## src/hw/syscfg_defs.svh

```systemverilog
`ifndef SYSCFG_DEFS_SVH
`define SYSCFG_DEFS_SVH

// Bus widths
`define SYSCFG_ADDR_WIDTH 32
`define SYSCFG_DATA_WIDTH 32

// Register word indices
`define SYSCFG_IDX_SR  32'd0
`define SYSCFG_IDX_MR  32'd1
`define SYSCFG_IDX_BAR 32'd2
`define SYSCFG_IDX_IER 32'd3

// Maestro action codes
`define SYSCFG_ACT_WIDTH  4
`define SYSCFG_ACT_IDLE   4'd0
`define SYSCFG_ACT_RESUME 4'd1
`define SYSCFG_ACT_PAUSE  4'd2
`define SYSCFG_ACT_STOP   4'd3
`define SYSCFG_ACT_RESET  4'd4

// Core stub fetch increment
`define SYSCFG_PC_STEP 32'd4

`endif
```

## src/hw/syscfg_pkg.sv

```systemverilog
`include "syscfg_defs.svh"

package syscfg_pkg;

    // Bus words
    typedef logic [`SYSCFG_DATA_WIDTH-1:0] data_t;
    typedef logic [`SYSCFG_ADDR_WIDTH-1:0] addr_t;

    // One strobe bit per data byte
    typedef logic [`SYSCFG_DATA_WIDTH/8-1:0] strb_t;

    // Actions accepted by the maestro register
    typedef enum logic [`SYSCFG_ACT_WIDTH-1:0] {
        ACT_IDLE   = `SYSCFG_ACT_IDLE,
        ACT_RESUME = `SYSCFG_ACT_RESUME,
        ACT_PAUSE  = `SYSCFG_ACT_PAUSE,
        ACT_STOP   = `SYSCFG_ACT_STOP,
        ACT_RESET  = `SYSCFG_ACT_RESET
    } action_t;

endpackage

```

## src/hw/syscfg_top.sv

```systemverilog
module syscfg_top import syscfg_pkg::*; (
    input  logic  seq,
    input  logic  arst_n,

    input  addr_t paddr,
    input  logic  psel,
    input  logic  penable,
    input  logic  pwrite,
    input  data_t pwdata,
    input  strb_t pstrb,
    output logic  pready,
    output data_t prdata,
    output logic  pslverr,

    input  logic  pause_req,
    output logic  pause_ack,

    input  data_t irq_vec,
    output logic  irq,

    output addr_t core_pc,
    output logic  core_rst
);

    logic  reg_pause_req;
    logic  reg_pause_ack;
    logic  seq_pause_req;
    logic  seq_pause_ack;
    logic  tgt_pause_req;
    logic  tgt_pause_ack;
    addr_t tgt_boot_addr;

    // Register side is paused before the sequencer
    pause_demux i_pause_demux (
        .seq     (seq),
        .arst_n  (arst_n),
        .up_req  (pause_req),
        .up_ack  (pause_ack),
        .dn0_req (reg_pause_req),
        .dn0_ack (reg_pause_ack),
        .dn1_req (seq_pause_req),
        .dn1_ack (seq_pause_ack)
    );

    syscfg_tgt #(
        .EN_BOOTSTRAP (1'b1),
        .EN_BOOT_ADDR (1'b1),
        .EN_IRQ       (1'b1)
    ) i_syscfg_tgt (
        .seq           (seq),
        .arst_n        (arst_n),
        .paddr         (paddr),
        .psel          (psel),
        .penable       (penable),
        .pwrite        (pwrite),
        .pwdata        (pwdata),
        .pstrb         (pstrb),
        .pready        (pready),
        .prdata        (prdata),
        .pslverr       (pslverr),
        .reg_pause_req (reg_pause_req),
        .reg_pause_ack (reg_pause_ack),
        .seq_pause_req (seq_pause_req),
        .seq_pause_ack (seq_pause_ack),
        .irq_vec       (irq_vec),
        .tgt_rst       (core_rst),
        .tgt_pause_req (tgt_pause_req),
        .tgt_pause_ack (tgt_pause_ack),
        .tgt_boot_addr (tgt_boot_addr),
        .tgt_irq       (irq)
    );

    core_stub i_core_stub (
        .seq       (seq),
        .arst_n    (arst_n),
        .rst_req   (core_rst),
        .boot_addr (tgt_boot_addr),
        .pause_req (tgt_pause_req),
        .pause_ack (tgt_pause_ack),
        .pc        (core_pc)
    );

endmodule

```

## src/hw/core_stub.sv

```systemverilog
`include "syscfg_defs.svh"

module core_stub import syscfg_pkg::*; (
    input  logic  seq,
    input  logic  arst_n,

    input  logic  rst_req,
    input  addr_t boot_addr,

    input  logic  pause_req,
    output logic  pause_ack,

    output addr_t pc
);

    logic running;

    // Fetch stops once the pause is acknowledged
    assign running = !pause_ack;

    // Pause response one cycle behind the request
    always_ff @(posedge seq or negedge arst_n) begin
        if (!arst_n) begin
            pause_ack <= 1'b1;
        end else begin
            pause_ack <= pause_req;
        end
    end

    // Fetch counter
    always_ff @(posedge seq or negedge arst_n) begin
        if (!arst_n) begin
            pc <= '0;
        end else if (rst_req) begin
            pc <= boot_addr;
        end else if (running) begin
            pc <= pc + `SYSCFG_PC_STEP;
        end
    end

endmodule

```

## src/hw/syscfg_tgt.sv

```systemverilog
`include "syscfg_defs.svh"

module syscfg_tgt import syscfg_pkg::*; #(
    parameter bit EN_BOOTSTRAP = 1'b0,
    parameter bit EN_BOOT_ADDR = 1'b0,
    parameter bit EN_IRQ       = 1'b0
) (
    input  logic    seq,
    input  logic    arst_n,

    input  addr_t   paddr,
    input  logic    psel,
    input  logic    penable,
    input  logic    pwrite,
    input  data_t   pwdata,
    input  strb_t   pstrb,
    output logic    pready,
    output data_t   prdata,
    output logic    pslverr,

    input  logic    reg_pause_req,
    output logic    reg_pause_ack,
    input  logic    seq_pause_req,
    output logic    seq_pause_ack,

    input  data_t   irq_vec,

    output logic    tgt_rst,
    output logic    tgt_pause_req,
    input  logic    tgt_pause_ack,
    output addr_t   tgt_boot_addr,
    output logic    tgt_irq
);

    localparam int BYTE_BITS = $clog2(`SYSCFG_DATA_WIDTH/8);

    action_t action;
    action_t state;
    logic    paused;
    logic    stopped;
    addr_t   bar;
    data_t   ier;

    data_t   mr;
    data_t   sr;
    addr_t   index;
    data_t   mask;
    logic    busy;

    assign mr = {{(`SYSCFG_DATA_WIDTH-`SYSCFG_ACT_WIDTH){1'b0}}, action};
    assign sr = {{(`SYSCFG_DATA_WIDTH-2){1'b0}}, stopped, paused};

    // Word index of the access
    assign index = paddr >> BYTE_BITS;

    always_comb begin
        for (int i = 0; i < `SYSCFG_DATA_WIDTH/8; i++) begin
            mask[i*8 +: 8] = pstrb[i] ? 8'hff : 8'h00;
        end
    end

    // MR and BAR are locked while an action is underway
    assign busy = (state != ACT_IDLE) || (action != ACT_IDLE);

    assign tgt_boot_addr = bar;
    assign tgt_irq       = |(irq_vec & ier);

    // APB register side
    always_ff @(posedge seq or negedge arst_n) begin
        if (!arst_n) begin
            reg_pause_ack <= 1'b0;
            action        <= ACT_IDLE;
            bar           <= '0;
            ier           <= '0;
            prdata        <= '0;
            pready        <= 1'b0;
            pslverr       <= 1'b0;
        end else if (reg_pause_req && reg_pause_ack) begin
            // Requester sees pready low while paused
        end else if ((reg_pause_req != reg_pause_ack) && !pready) begin
            reg_pause_ack <= reg_pause_req;
        end else if (psel && !pready) begin
            pready <= 1'b1;
            case (index)
                `SYSCFG_IDX_SR: begin
                    if (pwrite) begin
                        pslverr <= 1'b1;
                    end else begin
                        prdata <= sr;
                    end
                end
                `SYSCFG_IDX_MR: begin
                    if (!pwrite) begin
                        prdata <= mr;
                    end else if (busy) begin
                        pslverr <= 1'b1;
                    end else if (pstrb[0]) begin
                        // Only the low byte carries the action
                        action <= action_t'(pwdata[`SYSCFG_ACT_WIDTH-1:0]);
                    end
                end
                `SYSCFG_IDX_BAR: begin
                    if (!EN_BOOT_ADDR) begin
                        pslverr <= 1'b1;
                    end else if (!pwrite) begin
                        prdata <= bar;
                    end else if (busy) begin
                        pslverr <= 1'b1;
                    end else begin
                        bar <= (pwdata & mask) | (bar & ~mask);
                    end
                end
                `SYSCFG_IDX_IER: begin
                    if (!EN_IRQ) begin
                        pslverr <= 1'b1;
                    end else if (!pwrite) begin
                        prdata <= ier;
                    end else begin
                        ier <= (pwdata & mask) | (ier & ~mask);
                    end
                end
                default: begin
                    pslverr <= 1'b1;
                end
            endcase
        end else if (psel && penable && pready) begin
            // Action self-clears as the transfer completes
            prdata  <= '0;
            pready  <= 1'b0;
            pslverr <= 1'b0;
            action  <= ACT_IDLE;
        end
    end

    // Action sequencer
    always_ff @(posedge seq or negedge arst_n) begin
        if (!arst_n) begin
            seq_pause_ack <= 1'b0;
            tgt_rst       <= 1'b1;
            tgt_pause_req <= 1'b1;
            state         <= EN_BOOTSTRAP ? ACT_RESUME : ACT_IDLE;
            paused        <= 1'b1;
            stopped       <= 1'b1;
        end else if (seq_pause_req && seq_pause_ack) begin
            // Paused by system
        end else if ((seq_pause_req != seq_pause_ack) &&
                     (state == ACT_IDLE || seq_pause_ack) && action == ACT_IDLE) begin
            seq_pause_ack <= seq_pause_req;
        end else begin
            case (state)
                ACT_RESUME: begin
                    tgt_rst       <= 1'b0;
                    tgt_pause_req <= 1'b0;
                    if (!tgt_pause_req && !tgt_pause_ack) begin
                        paused  <= 1'b0;
                        stopped <= 1'b0;
                        state   <= ACT_IDLE;
                    end
                end
                ACT_PAUSE: begin
                    tgt_pause_req <= 1'b1;
                    if (tgt_pause_req && tgt_pause_ack) begin
                        paused <= 1'b1;
                        state  <= ACT_IDLE;
                    end
                end
                ACT_STOP, ACT_RESET: begin
                    tgt_pause_req <= 1'b1;
                    // Core held in reset once it has paused
                    if (tgt_pause_req && tgt_pause_ack) begin
                        tgt_rst <= 1'b1;
                        paused  <= 1'b1;
                        stopped <= 1'b1;
                        state   <= (state == ACT_RESET) ? ACT_RESUME : ACT_IDLE;
                    end
                end
                default: begin
                    state <= action;
                end
            endcase
        end
    end

endmodule

```

## src/hw/pause_demux.sv

```systemverilog
module pause_demux (
    input  logic seq,
    input  logic arst_n,

    input  logic up_req,
    output logic up_ack,

    output logic dn0_req,
    input  logic dn0_ack,

    output logic dn1_req,
    input  logic dn1_ack
);

    typedef enum logic [2:0] {
        ST_RUN,
        ST_PAUSE0,
        ST_PAUSE1,
        ST_PAUSED,
        ST_RESUME1,
        ST_RESUME0
    } state_t;

    state_t state;
    state_t state_nxt;

    always_ff @(posedge seq or negedge arst_n) begin
        if (!arst_n) begin
            state <= ST_RUN;
        end else begin
            state <= state_nxt;
        end
    end

    // Pause goes 0 then 1 and resume goes 1 then 0
    always_comb begin
        state_nxt = state;
        case (state)
            ST_RUN:     if (up_req)   state_nxt = ST_PAUSE0;
            ST_PAUSE0:  if (dn0_ack)  state_nxt = ST_PAUSE1;
            ST_PAUSE1:  if (dn1_ack)  state_nxt = ST_PAUSED;
            ST_PAUSED:  if (!up_req)  state_nxt = ST_RESUME1;
            ST_RESUME1: if (!dn1_ack) state_nxt = ST_RESUME0;
            ST_RESUME0: if (!dn0_ack) state_nxt = ST_RUN;
            default:    state_nxt = ST_RUN;
        endcase
    end

    assign dn0_req = (state == ST_PAUSE0) || (state == ST_PAUSE1) ||
                     (state == ST_PAUSED) || (state == ST_RESUME1);
    assign dn1_req = (state == ST_PAUSE1) || (state == ST_PAUSED);

    // Upstream ack only drops once the whole chain has resumed
    assign up_ack = (state == ST_PAUSED) || (state == ST_RESUME1) ||
                    (state == ST_RESUME0);

endmodule

```

## config.mk

```make
export PLATFORM = sky130hd
export DESIGN_NAME = syscfg_top
export DESIGN_NICKNAME = d
export VERILOG_FILES = /design/src/hw/syscfg_pkg.sv /design/src/hw/syscfg_top.sv /design/src/hw/core_stub.sv /design/src/hw/syscfg_tgt.sv /design/src/hw/pause_demux.sv
export VERILOG_INCLUDE_DIRS = /design/src /design/src/hw
export SDC_FILE = /design/constraint.sdc
export NUM_CORES = 1
export LEC_CHECK = 0
export ABC_AREA = 1
export BUFFER_PORTS_ARGS = -buffer_cell sky130_fd_sc_hd__clkbuf_2
export CAP_MARGIN = 20
export CELL_PAD_IN_SITES_DETAIL_PLACEMENT = 1
export CELL_PAD_IN_SITES_GLOBAL_PLACEMENT = 1
export CORE_MARGIN = 5
export CORE_UTILIZATION = 30
export CTS_BUF_LIST = sky130_fd_sc_hd__clkbuf_8 sky130_fd_sc_hd__clkbuf_16
export CTS_CLUSTER_DIAMETER = 80
export DETAILED_ROUTE_END_ITERATION = 6
export GPL_ROUTABILITY_DRIVEN = 0
export PLACE_DENSITY = 0.72
export RECOVER_POWER = 100
export SLEW_MARGIN = 5
export SYNTH_ARGS = -nofsm -noshare
export SYNTH_HDL_FRONTEND = slang
export SYNTH_HIERARCHICAL = 1
export SYNTH_SLANG_ARGS = --single-unit
```

## constraint.sdc

```tcl
create_clock -name seq -period 3.32 [get_ports seq]
set_input_delay 0.166 -clock seq [delete_from_list [all_inputs] [get_ports seq]]
set_output_delay 0.166 -clock seq [all_outputs]
set_load 0.03 [all_outputs]
```

Word-level counts from Yosys, hierarchy flattened
Index checks and enable logic that the tools add are counted.

word-level totals
  register bits = 148
  bits of input ports = 106
  output and inout port bits = 69
  logic and storage cells = 159

operators by class
  $add $sub $neg = 1
  equal/unequal tests = 38
  muxes and demuxes = 44
  bitwise gates (word level) = 12
  reduce and logical (&&, ||, !) cells = 48

operator list
  kind                                                                     count
  32-bit 2-to-1 mux                                                        8
  32-bit AND                                                               4
  32-bit case mux with 4 select lines                                      1
  32-bit OR                                                                2
  30-bit by 2-bit equality test with 1-bit output (second input constant)  2
  4-bit 2-to-1 mux                                                         9
  32-bit by 3-bit adder with 32-bit output (second input constant)         1
  32-bit zero test                                                         1
  8-bit 2-to-1 mux                                                         4
  32-bit inverter                                                          1
  32-bit OR reduction                                                      1
  30-bit by 1-bit equality test with 1-bit output (second input constant)  1
  2-bit != test (second input constant)                                    10
  5-bit AND reduction                                                      4
  3-bit 2-to-1 mux                                                         6
  3-bit != test (second input constant)                                    6
  3-bit case mux with 6 select lines                                       1
  7-bit AND reduction                                                      2
  2-bit by 1-bit != test with 1-bit output (second input constant)         6
  4-bit case mux with 3 select lines                                       1
  6-bit AND reduction                                                      2
  1-bit logical AND                                                        10
  1-bit 2-to-1 mux                                                         9
  4-bit by 2-bit equality test with 1-bit output (second input constant)   2
  other kinds (23)                                                         49

Logic depth before layout (Yosys ltp)
Gate-level depths: netlist of run 1.

  depth in word-level cells = 8
  gate-level depth with buffers = 16

Cells and area by module
The synthesis of run 1 kept the hierarchy.

modules (own cells, without submodules)
  module       times used  cells an instance  area an instance (um^2)  seq. area each (um^2)
  syscfg_tgt   1           725                5710.5                   2808.9
  core_stub    1           349                2321.0                   827.0
  pause_demux  1           42                 281.5                    75.1

Worst setup path after synthesis of run 1
No wires, ideal clock.

  path kind = reg-to-reg
  start = reg i_pause_demux.state[2]
  end = reg (tool-made name)
  library setup time = 117 ps
  data arrival time = 2147 ps
  slack = 1055 ps
  stages on the path, launching flop included = 15
  path buffers = 2
  period minus slack after synthesis = 2265 ps
  cells stage by stage = dfrtp_1 buf_6 nor2_4 nand2_1 nand2_1 inv_1 nand3_1 ha_1 nand2_2 nand2_1 nor4_4 nand3_2 buf_4 nand2_1 o21ai_2

RTL lines
  what                    line               source
  start, declared         pause_demux.sv:24  state_t state;
  start signal, assigned  pause_demux.sv:31  state <= state_nxt;

==> results of run 1 <==
## through the flow
step	total power, mW	util (%)	area (um^2)
floorplan	2.99	-	8310
global placement	3.46	34.8	9600
detailed placement	3.51	34.8	9600
CTS	5.67	38.2	10500
global route	5.81	37.3	10300
finish	5.51	37.3	10300
## worst max-delay path by stage
| stage | slack (ps) | from | end | cells past startpoint |
|---|---|---|---|---|
| 2_1_floorplan | 1060 | i_pause_demux/state[2] | register | 14 |
| 3_3_place_gp | 630 | i_pause_demux/state[2] | i_syscfg_tgt/prdata[23] | 15 |
| 3_5_place_dp | 420 | i_pause_demux/state[1] | i_syscfg_tgt/prdata[24] | 15 |
| 4_1_cts | 400 | i_pause_demux/state[1] | i_syscfg_tgt/prdata[24] | 15 |
| 5_1_grt | 80 | arst_n | i_core_stub/pc[20] | 3 |
| 6_report | 370 | i_pause_demux/state[1] | register | 15 |
## kinds of logic after synthesis
family / after synthesis / share of synthesized area [%]
buf+inv: 179 / 8.87
xor+xnor: 4 / 0.421
flops: 148 / 44.6
fa+ha+maj: 3 / 0.452
compound gates: 194 / 14.2
simple gates: 587 / 31.3
mux: 1 / 0.135
## synth_stat cells
cell type  number  area share [%]
buf_6           4            0.54
o211ai_1        3            0.27
nor2_2          9            0.68
clkbuf_1        9            0.41
nor2_1         83             3.7
a21oi_1         9            0.54
ha_1            3            0.45
o21ai_1        23             1.4
nor2_4         17             2.3
dfrtp_1       142              43
nand3_1        75             4.5
xor2_1          4            0.42
nand2_2        16             1.2
buf_4           4            0.36
o21ai_0       103             6.2
nand4_4         1            0.26
nand2_1       365              16
nand2_4         2            0.27
o21ai_2        32             3.4
o21bai_1       10            0.90
and2_1          3            0.23
a221oi_1        4            0.42
clkinv_2        1           0.060
a221o_1         1            0.12
dfstp_2         6             1.9
nand4_1         4            0.30
mux2_2          1            0.14
nand3_2         5            0.60
nor4_4          1            0.26
inv_1         139             6.3
nor3_2          2            0.24
nor3_1          4            0.24
buf_2          15            0.90
inv_2           7            0.32
a22o_1          9            0.95
## critical path, delay by kind of cell, from the launching register on
kind	cells	cell delay (ps)
flip-flops	1	460
AND/OR/NAND/NOR	9	1400
buffers and inverters	4	640
adder cells (fa/ha/maj)	1	250
AO/OA/AOI/OAI	1	80
## area by class of cell
type	instances	area (um^2)	area share, %
inverter	147	553	5.38
timing repair buffer	214	1150	11.2
clock inverter	11	158	1.53
clock buffer	21	480	4.68
tap	378	473	4.60
multi-input combinational	789	3740	36.5
sequential	148	3710	36.1
antenna	1	2.50	0.0244
## routing by layer
layer	vias up	global-route usage [%]	share of wire, %
li1	3930	-	-
met1	3927	25.0	47
met2	133	30.9	48
met3	25	3.38	3.3
met4	0	5.00	1.6
met5	-	0	0
## repair_timing
| item | 4_1_cts | 5_1_grt |
|---|---|---|
| hold buffers | 28 | 1 |
| resized for setup | 0 | 0 |
| hold endpoints to repair | 119 | 1 |
## report_power, final
group / total [mW] / switching [mW] / leakage [nW] / internal (mW)
clock network: 2.11 / 0.775 / 0.317 / 1.33
logic: 1.36 / 1.01 / 2.67 / 0.354
registers: 2.05 / 0.123 / 1.88 / 1.92
==> metrics.cfg, run 1 <==
[cells_and_area]
mostFrequentLayoutCell = nand2_1
fin_cells = 1709
syn_to_final_growth_pct = 23.6
drive_gt1_share_pct = 16.1
final_cell_mix = nand2_1, inv_1, o21ai_0
nFillCells = 3479
finalNetCount = 1426

[setup_path]
start_kind = register
worstReg2RegStart = i_pause_demux/state[1]
crit_fanout = 16
worst-r2r-setup-slack_ps = 370
crit_top_cell = nand2_1
crit_path_max_incr_delay_ps = 610
cp.required_ps = 3610
path_cells = inv_1, nor2_4, nand2_1, nand2_1, inv_1, nand3_1, ha_1, nand2_2, nand2_1, nor4_2, clkbuf_1, nand3_2, buf_2, nand2_1, o21ai_0
worst_path_max_delay_cell = nor4_2
critPathKind = register to register
reg2reg_depth = 15
end_kind = register
arrival_ps = 3240

[global_route]
grt_usage_pct = 18.5
grt-ovfl-total = 0
antenna_found_initial = 1
grt_pass1_wl_um = 45600
grt_max_degree = 71
grt_pass1_vias = 8379

[yosys]
ys_ff_latch = 148
yosysWarnings = 6
yosysSeqAreaShare_pct = 44.6
netlist_area_mm2 = 0.00831
synth_cells = 1116
synth_nets = 1225
synth_cell_types = 35
syn_area_per_cell_um2 = 7.45

[power_and_ir_drop]
powerDensity_mw_per_mm2 = 537
leakage_nw = 4.87
vdd_drop_max_mv = 0.374

[floorplan]
die_height_um = 176
coreArea_mm2 = 0.0276
dieArea_mm2 = 0.0311
rows = 61
start_util_pct = 30.2
fp.dieW_um = 176
io_pins = 175

[status]
outcome = finished, violations left
violations = max-capacitance violations, max-slew violations

[timing]
worst_slew_pin_slew_ps = 2040
worst_slack_ps = 373
finalSetupTns_ps = 0
max_freq_mhz = 339
drv_slew = 99
skew_ps = 13.2
maxSlewHeadroom_pct = -36.4
setup_viol_count_final = 0
hold_violations = 0
finalCritPeriodShare_pct = 88.8
rsz0062_at_grt = no
fin_hold_ws_ps = 23.1
layout_min_cycle_time_ps = 2950

[placed_design]
hpwl_um = 21800
placed_cells = 1647
place_ws_ps = 419
portBuffers = 172

[drt]
dr.pass1.iters = 5
drtIter0Drc = 492
wirelength_um = 28900
via_per_inst = 4.69
drc = 0
wl_per_cell_um = 16.9
vias = 8015
final_antenna_net_count = 0

[min_path]
hp-start = pwdata[2]
holdPathStages = 3
hold_path.class = input pin to register

[clock_network]
clk_pin_slew_ps = 60
clock_latency_ps = 420
htreeDepth = 4
cts_tree = done
numCtsBuffers = 17
cts_setup_buffers = 0
clk_path_buf_depth = 2
clock_sinks = 148
ctsRootBufferMaster = clkbuf_16

[job]
drv_cap = 2

No activity file was read; power rests on OpenSTA's default activity.
==> run 2: changes to the inputs <==
- CORE_ASPECT_RATIO: unset -> 0.7
- SKIP_CTS_REPAIR_TIMING: unset -> 1
==> run 2 against run 1 <==
  * The flow finishes with violations (negative hold slack, max-capacitance violations, max-slew violations)
  * Total power increased by 0.24%
  * First-iteration DRC count fell by 22%
  * Cell area is 0.33% lower
  * Sequential share of layout area grew 0.12 points
  * Non-clock buffer count fell by 5
  * Clock skew is 3.3 ps lower
  * Register-to-register slack better by 100 ps
  * Combinational power about the same
  * Via count is 0.27% higher
  * Sequential power barely moved
  * Global-route usage up 0.12 points
==> metrics.cfg, run 2 (same netlist as run 1, synthesis figures left out) <==
[clock_network]
clock_latency_ps = 430
clock_sinks = 148
numCtsBuffers = 17
clk_pin_slew_ps = 70
ctsRootBufferMaster = clkbuf_16
htreeDepth = 4
cts_tree = done
clk_path_buf_depth = 2

[timing]
hold_violations = 1
skew_ps = 9.87
layout_min_cycle_time_ps = 2850
maxSlewHeadroom_pct = -27.9
drv_slew = 107
finalSetupTns_ps = 0
finalCritPeriodShare_pct = 85.8
rsz0062_at_grt = no
fin_hold_ws_ps = -2.88
setup_viol_count_final = 0
max_freq_mhz = 351
worst_slew_pin_slew_ps = 1920

[drt]
wl_per_cell_um = 17.3
dr.pass1.iters = 4
wirelength_um = 29300
final_antenna_net_count = 0
via_per_inst = 4.74
drc = 0
drtIter0Drc = 385
vias = 8037

[global_route]
met1_usage_pct = 28.8
grt_pass1_vias = 8096
grt-ovfl-total = 0
grt_usage_pct = 18.7
grt_max_degree = 72
gr-usage-met2_pct = 26.9
use_met3_pct = 3.93
antenna_found_initial = 1
grt.busiest_layer = met1
grt_pass1_wl_um = 45800

[setup_path]
path_cells = inv_1, nor2_4, nand2_1, nand2_1, inv_1, nand3_1, ha_1, nand2_1, nand2_1, nor2_1, inv_1, nor2_1, o21ai_2, buf_12, nand2_1, o21ai_0
arrival_ps = 3150
crit_cells = 16
worstReg2RegStart = i_pause_demux/state[1]
cp.required_ps = 3620
worst-r2r-setup-slack_ps = 470
reg2reg_to = i_syscfg_tgt/prdata[24]
crit_start = i_pause_demux/state[1]
end_kind = register
critPathTopFamily = simple AND/OR/NAND/NOR gates
crit_path_max_incr_delay_ps = 470
crit_top_cell = nand2_1
worst_path_max_delay_cell = dfrtp_1
critPathBufInv = 4
cp-endpoint = i_syscfg_tgt/prdata[24]
crit_fanout = 50
critPathKind = register to register
reg2reg_depth = 16
start_kind = register

[cells_and_area]
drive_gt1_share_pct = 16.2
syn_to_final_growth_pct = 23.1
finalNetCount = 1421
finalInstanceArea_mm2 = 0.0102
fin_cells = 1697
nFillCells = 3537
final_core_util_pct = 37.1
mostFrequentLayoutCell = nand2_1
final_cell_mix = nand2_1, o21ai_0, inv_1, dfrtp_1, clkbuf_2

[floorplan]
die_height_um = 149
rows = 51
dieArea_mm2 = 0.0312
coreArea_mm2 = 0.0276
start_util_pct = 30.2
fp.dieW_um = 209
io_pins = 175

[min_path]
hold_path.class = input pin to register

[placed_design]
placed_cells = 1639
placed_area_mm2 = 0.00958
hpwl_um = 22100
portBuffers = 172

[status]
violations = negative hold slack, max-capacitance violations, max-slew violations
outcome = finished, violations left

[power_and_ir_drop]
vdd_drop_max_mv = 0.336
leakage_nw = 4.85
powerDensity_mw_per_mm2 = 540

[job]
drv_cap = 2

## run 2: cell count changes in the layout (fill, tap and decap cells not counted), moves of 3 or more
cell           delta
clkbuf_2          -5
clkbuf_8          -4
clkinv_4          +3
dlygate4sd3_1     -4
inv_6             +4
nor2_1            -3
## run 2: metrics by stage
stage	worst slack, ps	total power [mW]
6_report	473	5.53
5_1_grt	152	5.85
4_1_cts	527	5.66
3_5_place_dp	572	3.50
3_3_place_gp	658	3.46
2_1_floorplan	1060	2.99
## run 2: area by class of cell
class	count	area (um^2)	area share (%)
multi-input combinational	789	3760	36.7
tap	371	464	4.53
antenna	1	2.50	0.0244
clock inverter	15	204	1.99
timing repair buffer	209	1120	11.0
clock buffer	17	425	4.16
sequential	148	3710	36.3
inverter	147	553	5.40
## run 2: power breakdown
group	internal (mW)	leakage (nW)	switching (mW)	total, mW
Clock	1.27	0.308	0.849	2.12
Sequential	1.92	1.88	0.114	2.04
Combinational	0.352	2.66	1.02	1.37
## run 2: worst min-delay path by stage
stage,startpoint,endpoint,cells after the start
final,pwdata[7],register,3
after global routing,pwdata[10],register,3
after CTS,arst_n,asynchronous set/reset pin,1
after detailed placement,arst_n,i_pause_demux/state[1],1
after global placement,arst_n,i_pause_demux/state[1],1
after floorplan,arst_n,i_core_stub/pc[0],0
## run 2: metal layers
metal / wire length (um) / vias up
met5: 11 / -
met4: 217 / 2
met3: 1440 / 15
met2: 12200 / 166
met1: 15400 / 3918
li1: - / 3936
## run 2: worst reg2reg max path, stage by stage, from the launching register on
cell and delay [ps]:
dfrtp_1 470, inv_1 120, nor2_4 160, nand2_1 70, nand2_1 90, inv_1 60, nand3_1 90, ha_1 230
nand2_1 150, nand2_1 140, nor2_1 160, inv_1 120, nor2_1 180, o21ai_2 240, buf_12 270, nand2_1 80
o21ai_0 80
